<file path="src/hw/pool_defines.svh">
`ifndef POOL_DEFINES_SVH
`define POOL_DEFINES_SVH

// Channels per atom, also words per DMA burst
`define BURST_LEN 8

// One feature-map word, two's complement
`define DATA_W 16

// Window is 2^win_log2 atoms, so at most 8 atoms
`define MAX_WIN_LOG2 3

// Sum of 8 words never overflows 16 + 3 bits
`define SUM_W (`DATA_W + `MAX_WIN_LOG2)

`endif

</file>
<file path="src/hw/pool_pkg.sv">
package pool_pkg;

	`include "pool_defines.svh"

	// Opcode values follow the engine command encoding
	typedef enum logic [2:0] {
		OP_MPOOL = 3'd2, // Max pooling
		OP_APOOL = 3'd3  // Average pooling
	} pool_op_e;

	typedef enum logic [1:0] {
		ST_IDLE,  // Waiting for a command
		ST_BUSY,  // Fetching atoms
		ST_DRAIN, // Last atom issued, waiting for writeback
		ST_DONE   // One-cycle completion
	} ctrl_state_e;

	// Lane 0 sits in the low 16 bits
	typedef logic signed [`BURST_LEN-1:0][`DATA_W-1:0] atom_t;

	typedef struct packed {
		pool_op_e    op;
		logic [1:0]  win_log2; // Atoms per window = 2^win_log2
		logic [7:0]  num_win;  // Window count minus one
	} pool_cmd_t;

	typedef struct packed {
		logic valid; // New atom this cycle
		logic first; // Opens a window
		logic last;  // Closes a window
	} pool_step_t;

	typedef struct packed {
		logic  valid;
		logic  final_win; // Last window of the command
		atom_t atom;
	} pool_res_t;

endpackage

</file>
<file path="src/hw/atom_deserializer.sv">
`timescale 1ns/1ps
`include "pool_defines.svh"

module atom_deserializer import pool_pkg::*; (
	input  logic               clk,
	input  logic               rst,
	input  logic               i_req,        // Fetch one atom
	input  logic               i_rd_we,      // Word strobe from DMA
	input  logic [`DATA_W-1:0] i_rd_data,
	output logic               o_rd_en,      // Read request to DMA
	output logic               o_atom_valid, // Full atom in o_atom
	output atom_t              o_atom
);

	logic [$clog2(`BURST_LEN)-1:0] word_cnt; // Words taken for current atom

	// Request and word count
	always_ff @(posedge clk or posedge rst) begin
		if (rst) begin
			o_rd_en      <= 1'b0;
			o_atom_valid <= 1'b0;
			word_cnt     <= '0;
		end else begin
			o_atom_valid <= 1'b0; // Single-cycle pulse
			if (i_req)
				o_rd_en <= 1'b1;
			if (i_rd_we) begin
				if (word_cnt == `BURST_LEN-1) begin
					// 8th word drops the request on this same edge
					o_rd_en      <= 1'b0;
					word_cnt     <= '0;
					o_atom_valid <= 1'b1;
				end else begin
					word_cnt <= word_cnt + 1'b1;
				end
			end
		end
	end

	// Shift in from the top so the first word lands in lane 0
	always_ff @(posedge clk) begin
		if (i_rd_we)
			o_atom <= {i_rd_data, o_atom[`BURST_LEN-1:1]};
	end

endmodule

</file>
<file path="src/hw/pool_ctrl.sv">
`timescale 1ns/1ps
`include "pool_defines.svh"

module pool_ctrl import pool_pkg::*; (
	input  logic       clk,
	input  logic       rst,
	input  logic       i_valid,      // Command valid
	input  pool_cmd_t  i_cmd,
	input  logic       i_atom_valid, // Atom ready in deserializer
	output logic       o_ready,
	output logic       o_req,        // Ask deserializer for next atom
	output pool_step_t o_step,
	output pool_cmd_t  o_cmd,
	output logic       o_final_win,  // Qualifies o_step.last
	input  logic       i_wb_idle,
	output logic       o_done
);

	ctrl_state_e                  state;
	pool_cmd_t                    cmd;
	logic [`MAX_WIN_LOG2-1:0]     atom_cnt;  // Atom index inside window
	logic [`MAX_WIN_LOG2-1:0]     atom_last; // 2^win_log2 - 1
	logic [7:0]                   win_cnt;   // Window index inside command
	logic                         pend;      // One atom request outstanding
	logic                         wb_seen;   // Final writeback has started
	logic                         at_last;
	logic                         win_final;

	assign atom_last = ~({`MAX_WIN_LOG2{1'b1}} << cmd.win_log2); // Low win_log2 bits set
	assign at_last   = (atom_cnt == atom_last);
	assign win_final = (win_cnt == cmd.num_win);

	assign o_ready = (state == ST_IDLE);
	assign o_done  = (state == ST_DONE);
	assign o_cmd   = cmd;

	// Command held for the whole run
	always_ff @(posedge clk) begin
		if (state == ST_IDLE && i_valid)
			cmd <= i_cmd;
	end

	always_ff @(posedge clk or posedge rst) begin
		if (rst) begin
			state       <= ST_IDLE;
			atom_cnt    <= '0;
			win_cnt     <= '0;
			pend        <= 1'b0;
			wb_seen     <= 1'b0;
			o_req       <= 1'b0;
			o_step      <= '0;
			o_final_win <= 1'b0;
		end else begin
			o_req  <= 1'b0; // Pulses only
			o_step <= '0;
			case (state)
				ST_IDLE: begin
					if (i_valid) begin
						atom_cnt <= '0;
						win_cnt  <= '0;
						o_req    <= 1'b1; // First atom right away
						pend     <= 1'b1;
						state    <= ST_BUSY;
					end
				end
				ST_BUSY: begin
					if (i_atom_valid && pend) begin
						pend        <= 1'b0;
						o_step      <= '{valid: 1'b1, first: (atom_cnt == '0), last: at_last};
						o_final_win <= win_final;
						if (at_last) begin
							atom_cnt <= '0;
							if (win_final) begin
								wb_seen <= 1'b0;
								state   <= ST_DRAIN; // Nothing more to fetch
							end else begin
								win_cnt <= win_cnt + 8'd1;
								o_req   <= 1'b1;
								pend    <= 1'b1;
							end
						end else begin
							atom_cnt <= atom_cnt + 1'b1;
							o_req    <= 1'b1;
							pend     <= 1'b1;
						end
					end
				end
				ST_DRAIN: begin
					// Idle is high before the final result lands, so wait for busy first
					if (!i_wb_idle)
						wb_seen <= 1'b1;
					else if (wb_seen)
						state <= ST_DONE;
				end
				ST_DONE: state <= ST_IDLE;
				default: state <= ST_IDLE;
			endcase
		end
	end

endmodule

</file>
<file path="src/hw/max_pool_unit.sv">
`timescale 1ns/1ps
`include "pool_defines.svh"

module max_pool_unit import pool_pkg::*; (
	input  logic       clk,
	input  logic       rst,
	input  pool_step_t i_step,
	input  logic       i_final_win,
	input  atom_t      i_atom,
	output pool_res_t  o_res
);

	atom_t run_max; // Running maximum per lane
	atom_t nxt_max; // Maximum including current atom
	atom_t res_atom;
	logic  res_valid;
	logic  res_final;

	// Signed compare per lane where a window's first atom loads directly
	always_comb begin
		for (int l = 0; l < `BURST_LEN; l++) begin
			if (i_step.first || ($signed(i_atom[l]) > $signed(run_max[l])))
				nxt_max[l] = i_atom[l];
			else
				nxt_max[l] = run_max[l];
		end
	end

	always_ff @(posedge clk) begin
		if (i_step.valid)
			run_max <= nxt_max;
		if (i_step.valid && i_step.last)
			res_atom <= nxt_max; // Window result
	end

	always_ff @(posedge clk or posedge rst) begin
		if (rst) begin
			res_valid <= 1'b0;
			res_final <= 1'b0;
		end else begin
			res_valid <= i_step.valid && i_step.last; // One cycle per window
			if (i_step.valid && i_step.last)
				res_final <= i_final_win;
		end
	end

	assign o_res = '{valid: res_valid, final_win: res_final, atom: res_atom};

endmodule

</file>
<file path="src/hw/avg_pool_unit.sv">
`timescale 1ns/1ps
`include "pool_defines.svh"

module avg_pool_unit import pool_pkg::*; (
	input  logic       clk,
	input  logic       rst,
	input  pool_step_t i_step,
	input  logic       i_final_win,
	input  logic [1:0] i_win_log2,
	input  atom_t      i_atom,
	output pool_res_t  o_res
);

	logic [`BURST_LEN-1:0][`SUM_W-1:0] acc;     // Running sums
	logic [`BURST_LEN-1:0][`SUM_W-1:0] nxt_acc; // Sums including current atom
	logic [`BURST_LEN-1:0][`SUM_W-1:0] shifted; // Floor average, still wide
	atom_t                             avg_atom;
	atom_t                             res_atom;
	logic                              res_valid;
	logic                              res_final;

	always_comb begin
		for (int l = 0; l < `BURST_LEN; l++) begin
			// Sign-extend the word, restart the sum on a window's first atom
			nxt_acc[l] = (i_step.first ? '0 : acc[l]) +
				{{`MAX_WIN_LOG2{i_atom[l][`DATA_W-1]}}, i_atom[l]};
			shifted[l] = $signed(nxt_acc[l]) >>> i_win_log2; // Arithmetic shift rounds down
			avg_atom[l] = shifted[l][`DATA_W-1:0];
		end
	end

	always_ff @(posedge clk) begin
		if (i_step.valid)
			acc <= nxt_acc;
		if (i_step.valid && i_step.last)
			res_atom <= avg_atom;
	end

	always_ff @(posedge clk or posedge rst) begin
		if (rst) begin
			res_valid <= 1'b0;
			res_final <= 1'b0;
		end else begin
			res_valid <= i_step.valid && i_step.last;
			if (i_step.valid && i_step.last)
				res_final <= i_final_win;
		end
	end

	assign o_res = '{valid: res_valid, final_win: res_final, atom: res_atom};

endmodule

</file>
<file path="src/hw/pool_writeback.sv">
`timescale 1ns/1ps
`include "pool_defines.svh"

module pool_writeback import pool_pkg::*; (
	input  logic               clk,
	input  logic               rst,
	input  pool_op_e           i_op,
	input  pool_res_t          i_max_res,
	input  pool_res_t          i_avg_res,
	output logic               o_wr_en,
	output logic [`DATA_W-1:0] o_wr_data,
	output logic               o_idle
);

	pool_res_t                     sel;    // Result of the unit the opcode picks
	atom_t                         wb_buf; // Atom being serialized
	logic [$clog2(`BURST_LEN)-1:0] lane;   // Lane on the port this cycle
	logic                          active; // Lanes still going out
	logic                          fin;    // Buffer holds the command's last window
	logic                          last_lane;

	assign sel       = (i_op == OP_APOOL) ? i_avg_res : i_max_res;
	assign last_lane = (lane == `BURST_LEN-1);

	always_ff @(posedge clk or posedge rst) begin
		if (rst) begin
			active <= 1'b0;
			lane   <= '0;
			fin    <= 1'b0;
		end else begin
			if (sel.valid) begin
				active <= 1'b1; // Lane 0 goes out next cycle
				lane   <= '0;
				fin    <= sel.final_win;
			end else if (active) begin
				lane <= lane + 1'b1;
				if (last_lane)
					active <= 1'b0;
			end
		end
	end

	always_ff @(posedge clk) begin
		if (sel.valid)
			wb_buf <= sel.atom;
	end

	assign o_wr_en   = active;
	assign o_wr_data = wb_buf[lane];

	// On the final window, report idle already during the last lane
	// so done follows the last word directly
	assign o_idle = ~active | (fin & last_lane);

endmodule

</file>
<file path="src/hw/pool_engine.sv">
`timescale 1ns/1ps
`include "pool_defines.svh"

module pool_engine import pool_pkg::*; (
	input  logic               clk,
	input  logic               rst,
	// Command
	input  logic               i_valid,
	input  pool_cmd_t          i_cmd,
	output logic               o_ready,
	// DMA read port
	output logic               o_rd_en,
	input  logic               i_rd_we,
	input  logic [`DATA_W-1:0] i_rd_data,
	// DMA write port
	output logic               o_wr_en,
	output logic [`DATA_W-1:0] o_wr_data,
	output logic               o_done
);

	logic       req;        // Controller asks for an atom
	logic       atom_valid;
	atom_t      atom;
	pool_step_t step;
	pool_cmd_t  cmd;        // Held command
	logic       final_win;
	pool_res_t  max_res;
	pool_res_t  avg_res;
	logic       wb_idle;

	atom_deserializer deser_i (
		.clk          (clk),
		.rst          (rst),
		.i_req        (req),
		.i_rd_we      (i_rd_we),
		.i_rd_data    (i_rd_data),
		.o_rd_en      (o_rd_en),
		.o_atom_valid (atom_valid),
		.o_atom       (atom)
	);

	pool_ctrl ctrl_i (
		.clk          (clk),
		.rst          (rst),
		.i_valid      (i_valid),
		.i_cmd        (i_cmd),
		.i_atom_valid (atom_valid),
		.o_ready      (o_ready),
		.o_req        (req),
		.o_step       (step),
		.o_cmd        (cmd),
		.o_final_win  (final_win),
		.i_wb_idle    (wb_idle),
		.o_done       (o_done)
	);

	// Both units see every atom, writeback picks one
	max_pool_unit max_i (
		.clk         (clk),
		.rst         (rst),
		.i_step      (step),
		.i_final_win (final_win),
		.i_atom      (atom),
		.o_res       (max_res)
	);

	avg_pool_unit avg_i (
		.clk         (clk),
		.rst         (rst),
		.i_step      (step),
		.i_final_win (final_win),
		.i_win_log2  (cmd.win_log2),
		.i_atom      (atom),
		.o_res       (avg_res)
	);

	pool_writeback wb_i (
		.clk       (clk),
		.rst       (rst),
		.i_op      (cmd.op),
		.i_max_res (max_res),
		.i_avg_res (avg_res),
		.o_wr_en   (o_wr_en),
		.o_wr_data (o_wr_data),
		.o_idle    (wb_idle)
	);

endmodule

</file>
<file path="config.mk">
export PLATFORM = sky130hd
export DESIGN_NAME = pool_engine
export DESIGN_NICKNAME = d
export VERILOG_FILES = /design/src/hw/pool_pkg.sv /design/src/hw/atom_deserializer.sv /design/src/hw/pool_ctrl.sv /design/src/hw/max_pool_unit.sv /design/src/hw/avg_pool_unit.sv /design/src/hw/pool_writeback.sv /design/src/hw/pool_engine.sv
export VERILOG_INCLUDE_DIRS = /design/src /design/src/hw
export SDC_FILE = /design/constraint.sdc
export NUM_CORES = 2
export LEC_CHECK = 0
export ABC_CLOCK_PERIOD_IN_PS = 18700
export BUFFER_PORTS_ARGS = -buffer_cell sky130_fd_sc_hd__buf_2
export CAP_MARGIN = 5
export CELL_PAD_IN_SITES_DETAIL_PLACEMENT = 1
export CELL_PAD_IN_SITES_GLOBAL_PLACEMENT = 1
export CORE_ASPECT_RATIO = 0.9
export CORE_MARGIN = 4
export CORE_UTILIZATION = 45
export CTS_CLUSTER_SIZE = 8
export DETAILED_ROUTE_END_ITERATION = 10
export PLACE_DENSITY = 0.7
export SETUP_SLACK_MARGIN = 0.15
export SLEW_MARGIN = 5
export SYNTH_ARGS = -nofsm -noshare
export SYNTH_HDL_FRONTEND = slang
export SYNTH_SLANG_ARGS = --single-unit
</file>
<file path="constraint.sdc">
create_clock -name clk -period 18.7 [get_ports clk]
set_input_delay 3.74 -clock clk [delete_from_list [all_inputs] [get_ports clk]]
set_output_delay 3.74 -clock clk [all_outputs]
set_load 0.02 [all_outputs]
</file>
* After elaboration in Yosys (flattened, before gate mapping)
Index checks and enable logic that the tools add are counted.
** Storage, ports and cells
- Register bits :: 837
- Input port bits :: 33
- Output and inout port bits :: 20
- Word-level logic and storage cells :: 201
** Operators by class
- $add $sub $neg :: 12
- $lt $le $gt $ge :: 9
- Eq/ne operators :: 16
- Shift-type cells :: 9
- Muxes and demuxes :: 61
- Bitwise operators :: 4
- Reductions and logical operators :: 21
** Operators by type and width (count)
- 19-bit adder :: 8
- 19-bit two-way mux :: 8
- 19-bit by 2-bit >>> shifter with 16-bit output :: 8
- 16-bit two-way mux :: 9
- 16-bit > comparator :: 8
- 128-bit two-way mux :: 1
- 16-bit binary-select mux with 3-bit select :: 1
- 8-bit two-way mux :: 4
- 3-bit two-way mux :: 8
- 1-bit two-way mux :: 18
- 8-bit one-hot mux with 2 select lines :: 1
- 2-bit two-way mux :: 6
- 2-bit by 1-bit inequality test with 1-bit output, second input constant :: 5
- 5-bit AND reduction :: 2
- 3-bit by 1-bit adder with 3-bit output, second input constant :: 3
- 8-bit by 1-bit adder with 8-bit output, second input constant :: 1
- 8-bit equality test :: 1
- 1-bit logical OR :: 8
- 2-bit one-hot mux with 4 select lines :: 1
- 3-bit equality test, second input constant :: 2
- 2-bit inequality test, second input constant :: 3
- 1-bit one-hot mux with 2 select lines :: 3
- 3-bit one-hot mux with 2 select lines :: 1
- 6-bit AND reduction :: 1
- other kinds (16) :: 21

* Depth between registers and ports, before layout
- Depth after elaboration :: 6
- Mapped depth :: 16
- Gate-level depth less buffers :: 12

* By module
From an unflattened synthesis, not the netlist that was laid out.
** Second synthesis, totals
- Cell total of the unflattened synthesis :: 4083
- Area, all modules :: 48454.0 µm²
** Modules (own cells, without submodules)
- avg_pool_unit :: instances 1, cells each 1885, area an instance 19994.2 µm², sequential area each 8458.1 µm²
- max_pool_unit :: instances 1, cells each 1551, area an instance 16025.4 µm², sequential area each 7737.4 µm²
- pool_writeback :: instances 1, cells each 352, area an instance 6673.9 µm², sequential area each 3968.8 µm²
- atom_deserializer :: instances 1, cells each 143, area an instance 4051.4 µm², sequential area each 3968.8 µm²
- pool_ctrl :: instances 1, cells each 152, area an instance 1709.1 µm², sequential area each 890.9 µm²

* Worst setup path before layout
Ideal clock, no wire load.
- Path kind :: reg-to-reg
- Start :: reg ctrl_i.o_step[2] (netlist name)
- End :: reg max_i.res_final
- Setup time :: 0.096 ns
- Arrival time :: 13.178 ns
- Data required time :: 18.604 ns
- Path slack :: 5.426 ns
- Cell stages (with the launch flop) :: 3
- Cell sequence :: dfrtp_1 and2_1 mux2_2
** On the way
- Cells in the longest elaborated chain, start to end :: 1
** RTL lines
- from (decl) :: line pool_ctrl.sv:12 : output pool_step_t o_step,
- from (signal assigned) :: line pool_ctrl.sv:69 : o_step <= '{valid: 1'b1, first: (atom_cnt == '0), last: at_last};
- 1-bit logical AND :: line max_pool_unit.sv:42 : if (i_step.valid && i_step.last)
- to (signal assigned) :: line max_pool_unit.sv:43 : res_final <= i_final_win;
- to (decl) :: line max_pool_unit.sv:17 : logic res_final;
No other way between the ends.
A chain may end at the register's enable or synchronous reset.

* Final worst setup path
- Start :: reg wb_i.lane[0]
- End :: out o_wr_data[1]
** On the way
- Cells in the longest elaborated chain, start to end :: 2
** RTL lines
- from (decl) :: line pool_writeback.sv:17 : logic [$clog2(`BURST_LEN)-1:0] lane;
- from (signal assigned) :: line pool_writeback.sv:36 : lane <= lane + 1'b1;
- 16-bit binary-select mux with 3-bit select :: line pool_writeback.sv:49 : assign o_wr_data = wb_buf[lane];
- 16-bit two-way mux (implied by the code) :: line pool_writeback.sv:49
- to (decl) :: line pool_engine.sv:17 : output logic [`DATA_W-1:0] o_wr_data,
No other way between the ends. The select of a mux whose other input is x is not followed.

==> metrics.md <==
| Metric | Value |
|---|---|
| Vias in the first global route | 29900 |
| #FFs+latches synth | 837 |
| Later-pin clock latency in the skew report | 700 ps |
| Global Route met1 Usage | 0.375 |
| Grt ovf | 0 |
| Layer carrying the most global-route usage | met2 |
| CP Class | flop to output port |
| Hold EP | ctrl_i.o_final_win |
| Top cell type's share of synthesized area | 0.542 |
| CP delay by family, top | multiplexers |
| Worst-case clock buffer depth | 3 |
| Post-synth EDFFs | 805 |
| Final TNS setup | 0 ps |
| WL final | 132000 um |
| Worst r2r path cells | 12 |
| Final net count | 3746 |
| Die W | 340 um |
| Post-Syn Area | 44600 um^2 |
| Initial DRC count | 2788 |
| Post-synthesis sequential area ratio | 0.560 |
| GP Congestion | 0.862 |
| Leak | 18.7 nW |
| CP Launch Type | flop |
| CP peak stage delay | 590 ps |
| I/O Pins | 53 |
| Post-CTS Setup Bufs | 0 |
| Port Buf Inserts | 52 |
| Share of layout cells above drive strength 1 | 0.169 |
| HP Start | ctrl_i.o_final_win |
| Cts repair resizes | 0 |
| Initial DRT Pass Iterations | 6 |
| Largest net degree at the start of global routing | 166 |
| Worst-path cell chain | buf_4 -> mux4_2 -> mux2_2 -> buf_2 |
| List of most frequent post-synthesis cells | edfxtp_1, ha_1, mux2_2, inv_1, nor2b_1 |
| FFs w/ async S/R, synth | 0.0382 |
| Max Slew Vio Count | 0 |
| Slowest-stage cell, CP | mux4_2 |
| Nature of the critical path endpoint | output port |
| TritonCTS clock tree | done |
| Cell-internal power | 3.71 mW |
| Switching part of the total power | 0.288 |
| Die height | 307 um |
| Clock network power share | 0.359 |
| First-pass GRT wire length | 196000 um |
| Core box area | 98300 um^2 |
| WL/cell | 27.6 um |
| Setup-failing EPs final | 0 |
| Final min period | 6480 ps |
| Syn Inst Count | 3339 |
| Buf+Inv Stages, Crit Path | 2 |
| Fin. Hold Viols | 0 |
| CTS buffer count | 114 |
| Worst slew pin tran | 1120 ps |
| Critical path required time | 14960 ps |
| F_max | 154 MHz |
| R2r setup slk | 14100 ps |
| Die area | 104000 um^2 |
| FP Rows | 109 |
| Area Growth Syn to Fin | 10.8% |
| Worst Hold Depth | 2 |
| Sw Pwr | 1.50 mW |
| Residual DRC | 0 |
| Placed Instances | 4638 |
| Max IR drop VDD | 76.3 uV |
| Most common cell in the netlist | edfxtp_1 |
| Reg2reg end | avg_i.o_res[61] |
| Critical path arrival | 2740 ps |
| Ys Warns | 0 |
| Worst-path clk slew | 50 ps |
| Max cap viols | 0 |
| Total number of vias | 28700 |
| RSZ-0062 raised after global routing | no |
| Vias per Instance | 5.99 |
| Distinct cells, synth | 76 |
| PwrDens | 105 nW/um^2 |
| H-tree Lvls | 3 |
| Clock skew | 42.8 ps |
| Initial Util | 0.454 |
| Met2 Usage GRT | 0.384 |
| Slew HR | 0.250 |
| Final Cycle Share | 0.347 |
| CTS Hold Buffers Added | 0 |
| Min-Delay Path Class | flop to flop |
| Mapped Nets | 3663 |
| Combinational fraction of design power | 0.207 |
| Antenna violations before repair | 17 |
| Detailed Place HPWL | 92400 um |
| Top FF cell, synth | edfxtp_1 |
| Post-route ant nets | 0 |
| Non-Filler Instances | 4791 |
| Post-Syn Area per Cell | 13.4 um^2 |
| Origin of the critical flop-to-flop path | ctrl_i.o_step[1] |
| Leading area contributor after synthesis | edfxtp_1 |
| Met3 Use GR | 0.0500 |
| Fillcell total | 9783 |
| Status | complete, no violations |
| All-Layer GR Usage | 0.251 |
| Top post-synthesis cells by area | edfxtp_1, ha_1, mux2_2 |
| Max FO, Critical Path | 34 |
| Part of the power in registers | 0.434 |
| Clock Sinks | 837 |
| Clock root cell | clkbuf_16 |
==> power by group through the flow <==
stage                     logic, mW  registers [mW]  clock network, mW
after floorplan               0.744            2.28                  0
after global placement         1.02            2.29                  0
after detailed placement       1.07            2.30                  0
after CTS                      1.08            2.26               1.90
after global routing           1.17            2.27               1.99
final                          1.08            2.26               1.87
==> sequential cells by signal, summed over array words and instances (netlist names), 2 cells and up <==
name and count:
ctrl_i.state 2, max_i.o_res 128, avg_i.o_res 128, max_i.run_max 128, avg_i.acc 152, deser_i.word_cnt 3
wb_i.lane 3, ctrl_i.o_step 3, ctrl_i.atom_cnt 3, ctrl_i.win_cnt 8, wb_i.wb_buf 128, ctrl_i.o_cmd 13
deser_i.o_atom 128
==> kinds of logic after synthesis <==
kind of cell,synth area share
buf+inv,0.0298
simple gates,0.0890
mux,0.128
compound gates,0.0830
flops,0.560
xor+xnor,0.0271
fa+ha+maj,0.0830
==> metrics by stage <==
step	cell area [um^2]	power, mW	worst slack [ps]	util	hold slack (ps)
global placement	46400	3.32	12910	0.472	461
CTS	49400	5.24	12130	0.503	507
finish	49500	5.21	12220	0.503	503
global route	49400	5.43	12060	0.503	540
floorplan	44600	3.02	5430	-	442
detailed placement	46400	3.36	12880	0.472	486
==> per-layer routing <==
layer | up-vias | wire length [um]
met1 | 14800 | 60600
li1 | 12800 | -
met3 | 156 | 10400
met5 | - | 27
met4 | 4 | 2250
met2 | 910 | 58700
==> layout by cell type, fill, tap and decap left out, drive strengths merged, types with 11 or more instances in the layout <==
master	netlist	layout
nand3	53	53
nor3	35	35
mux2i	108	108
nor2b	181	181
o21a	37	37
a21o	81	81
and2	37	37
nand2b	29	29
o21ai	88	88
o211ai	21	21
ha	283	283
a31oi	12	12
nor2	128	128
nor4	16	16
and3	28	28
nand4	52	52
a211oi	26	26
nand2	104	104
mux2	275	275
o31a	12	12
inv	238	241
edfxtp	805	805
nor4b	11	11
clkbuf	88	142
or3	23	23
xnor2	99	99
dfrtp	32	32
buf	23	78
o21bai	11	11
mux4	69	69
o311ai	11	11
a21oi	143	143
xor2	39	39
o31ai	21	21
==> worst min-delay path, cell delays in order (launching register included) <==
cell     delay, ps
dfrtp_1        340
nand2_1         50
o21ai_0         70
==> area by class of cell <==
cell class | instances | area [um^2] | share of cell area
Multi-Input combinational cell | 2153 | 18300 | 0.370
Clock buffer | 142 | 2960 | 0.0598
Antenna cell | 3 | 7.51 | 0.000152
Clock inverter | 8 | 123 | 0.00248
Tap cell | 1332 | 1670 | 0.0337
Timing Repair Buffer | 78 | 499 | 0.0101
Inverter | 238 | 901 | 0.0182
Sequential cell | 837 | 25000 | 0.505
==> worst max path at each step <==
stage | depth (start not counted) | from | end | slack (ps)
floorplan | 2 | ctrl_i.o_step[2] | max_i.res_final | 5430
global placement | 4 | wb_i.lane[0] | o_wr_data[1] | 12910
detailed placement | 4 | wb_i.lane[0] | o_wr_data[12] | 12880
CTS | 4 | wb_i.lane[0] | o_wr_data[1] | 12130
global route | 4 | wb_i.lane[0] | o_wr_data[1] | 12060
finish | 4 | wb_i.lane[0] | o_wr_data[1] | 12220
Note: power is estimated with default switching activity, not from simulation.
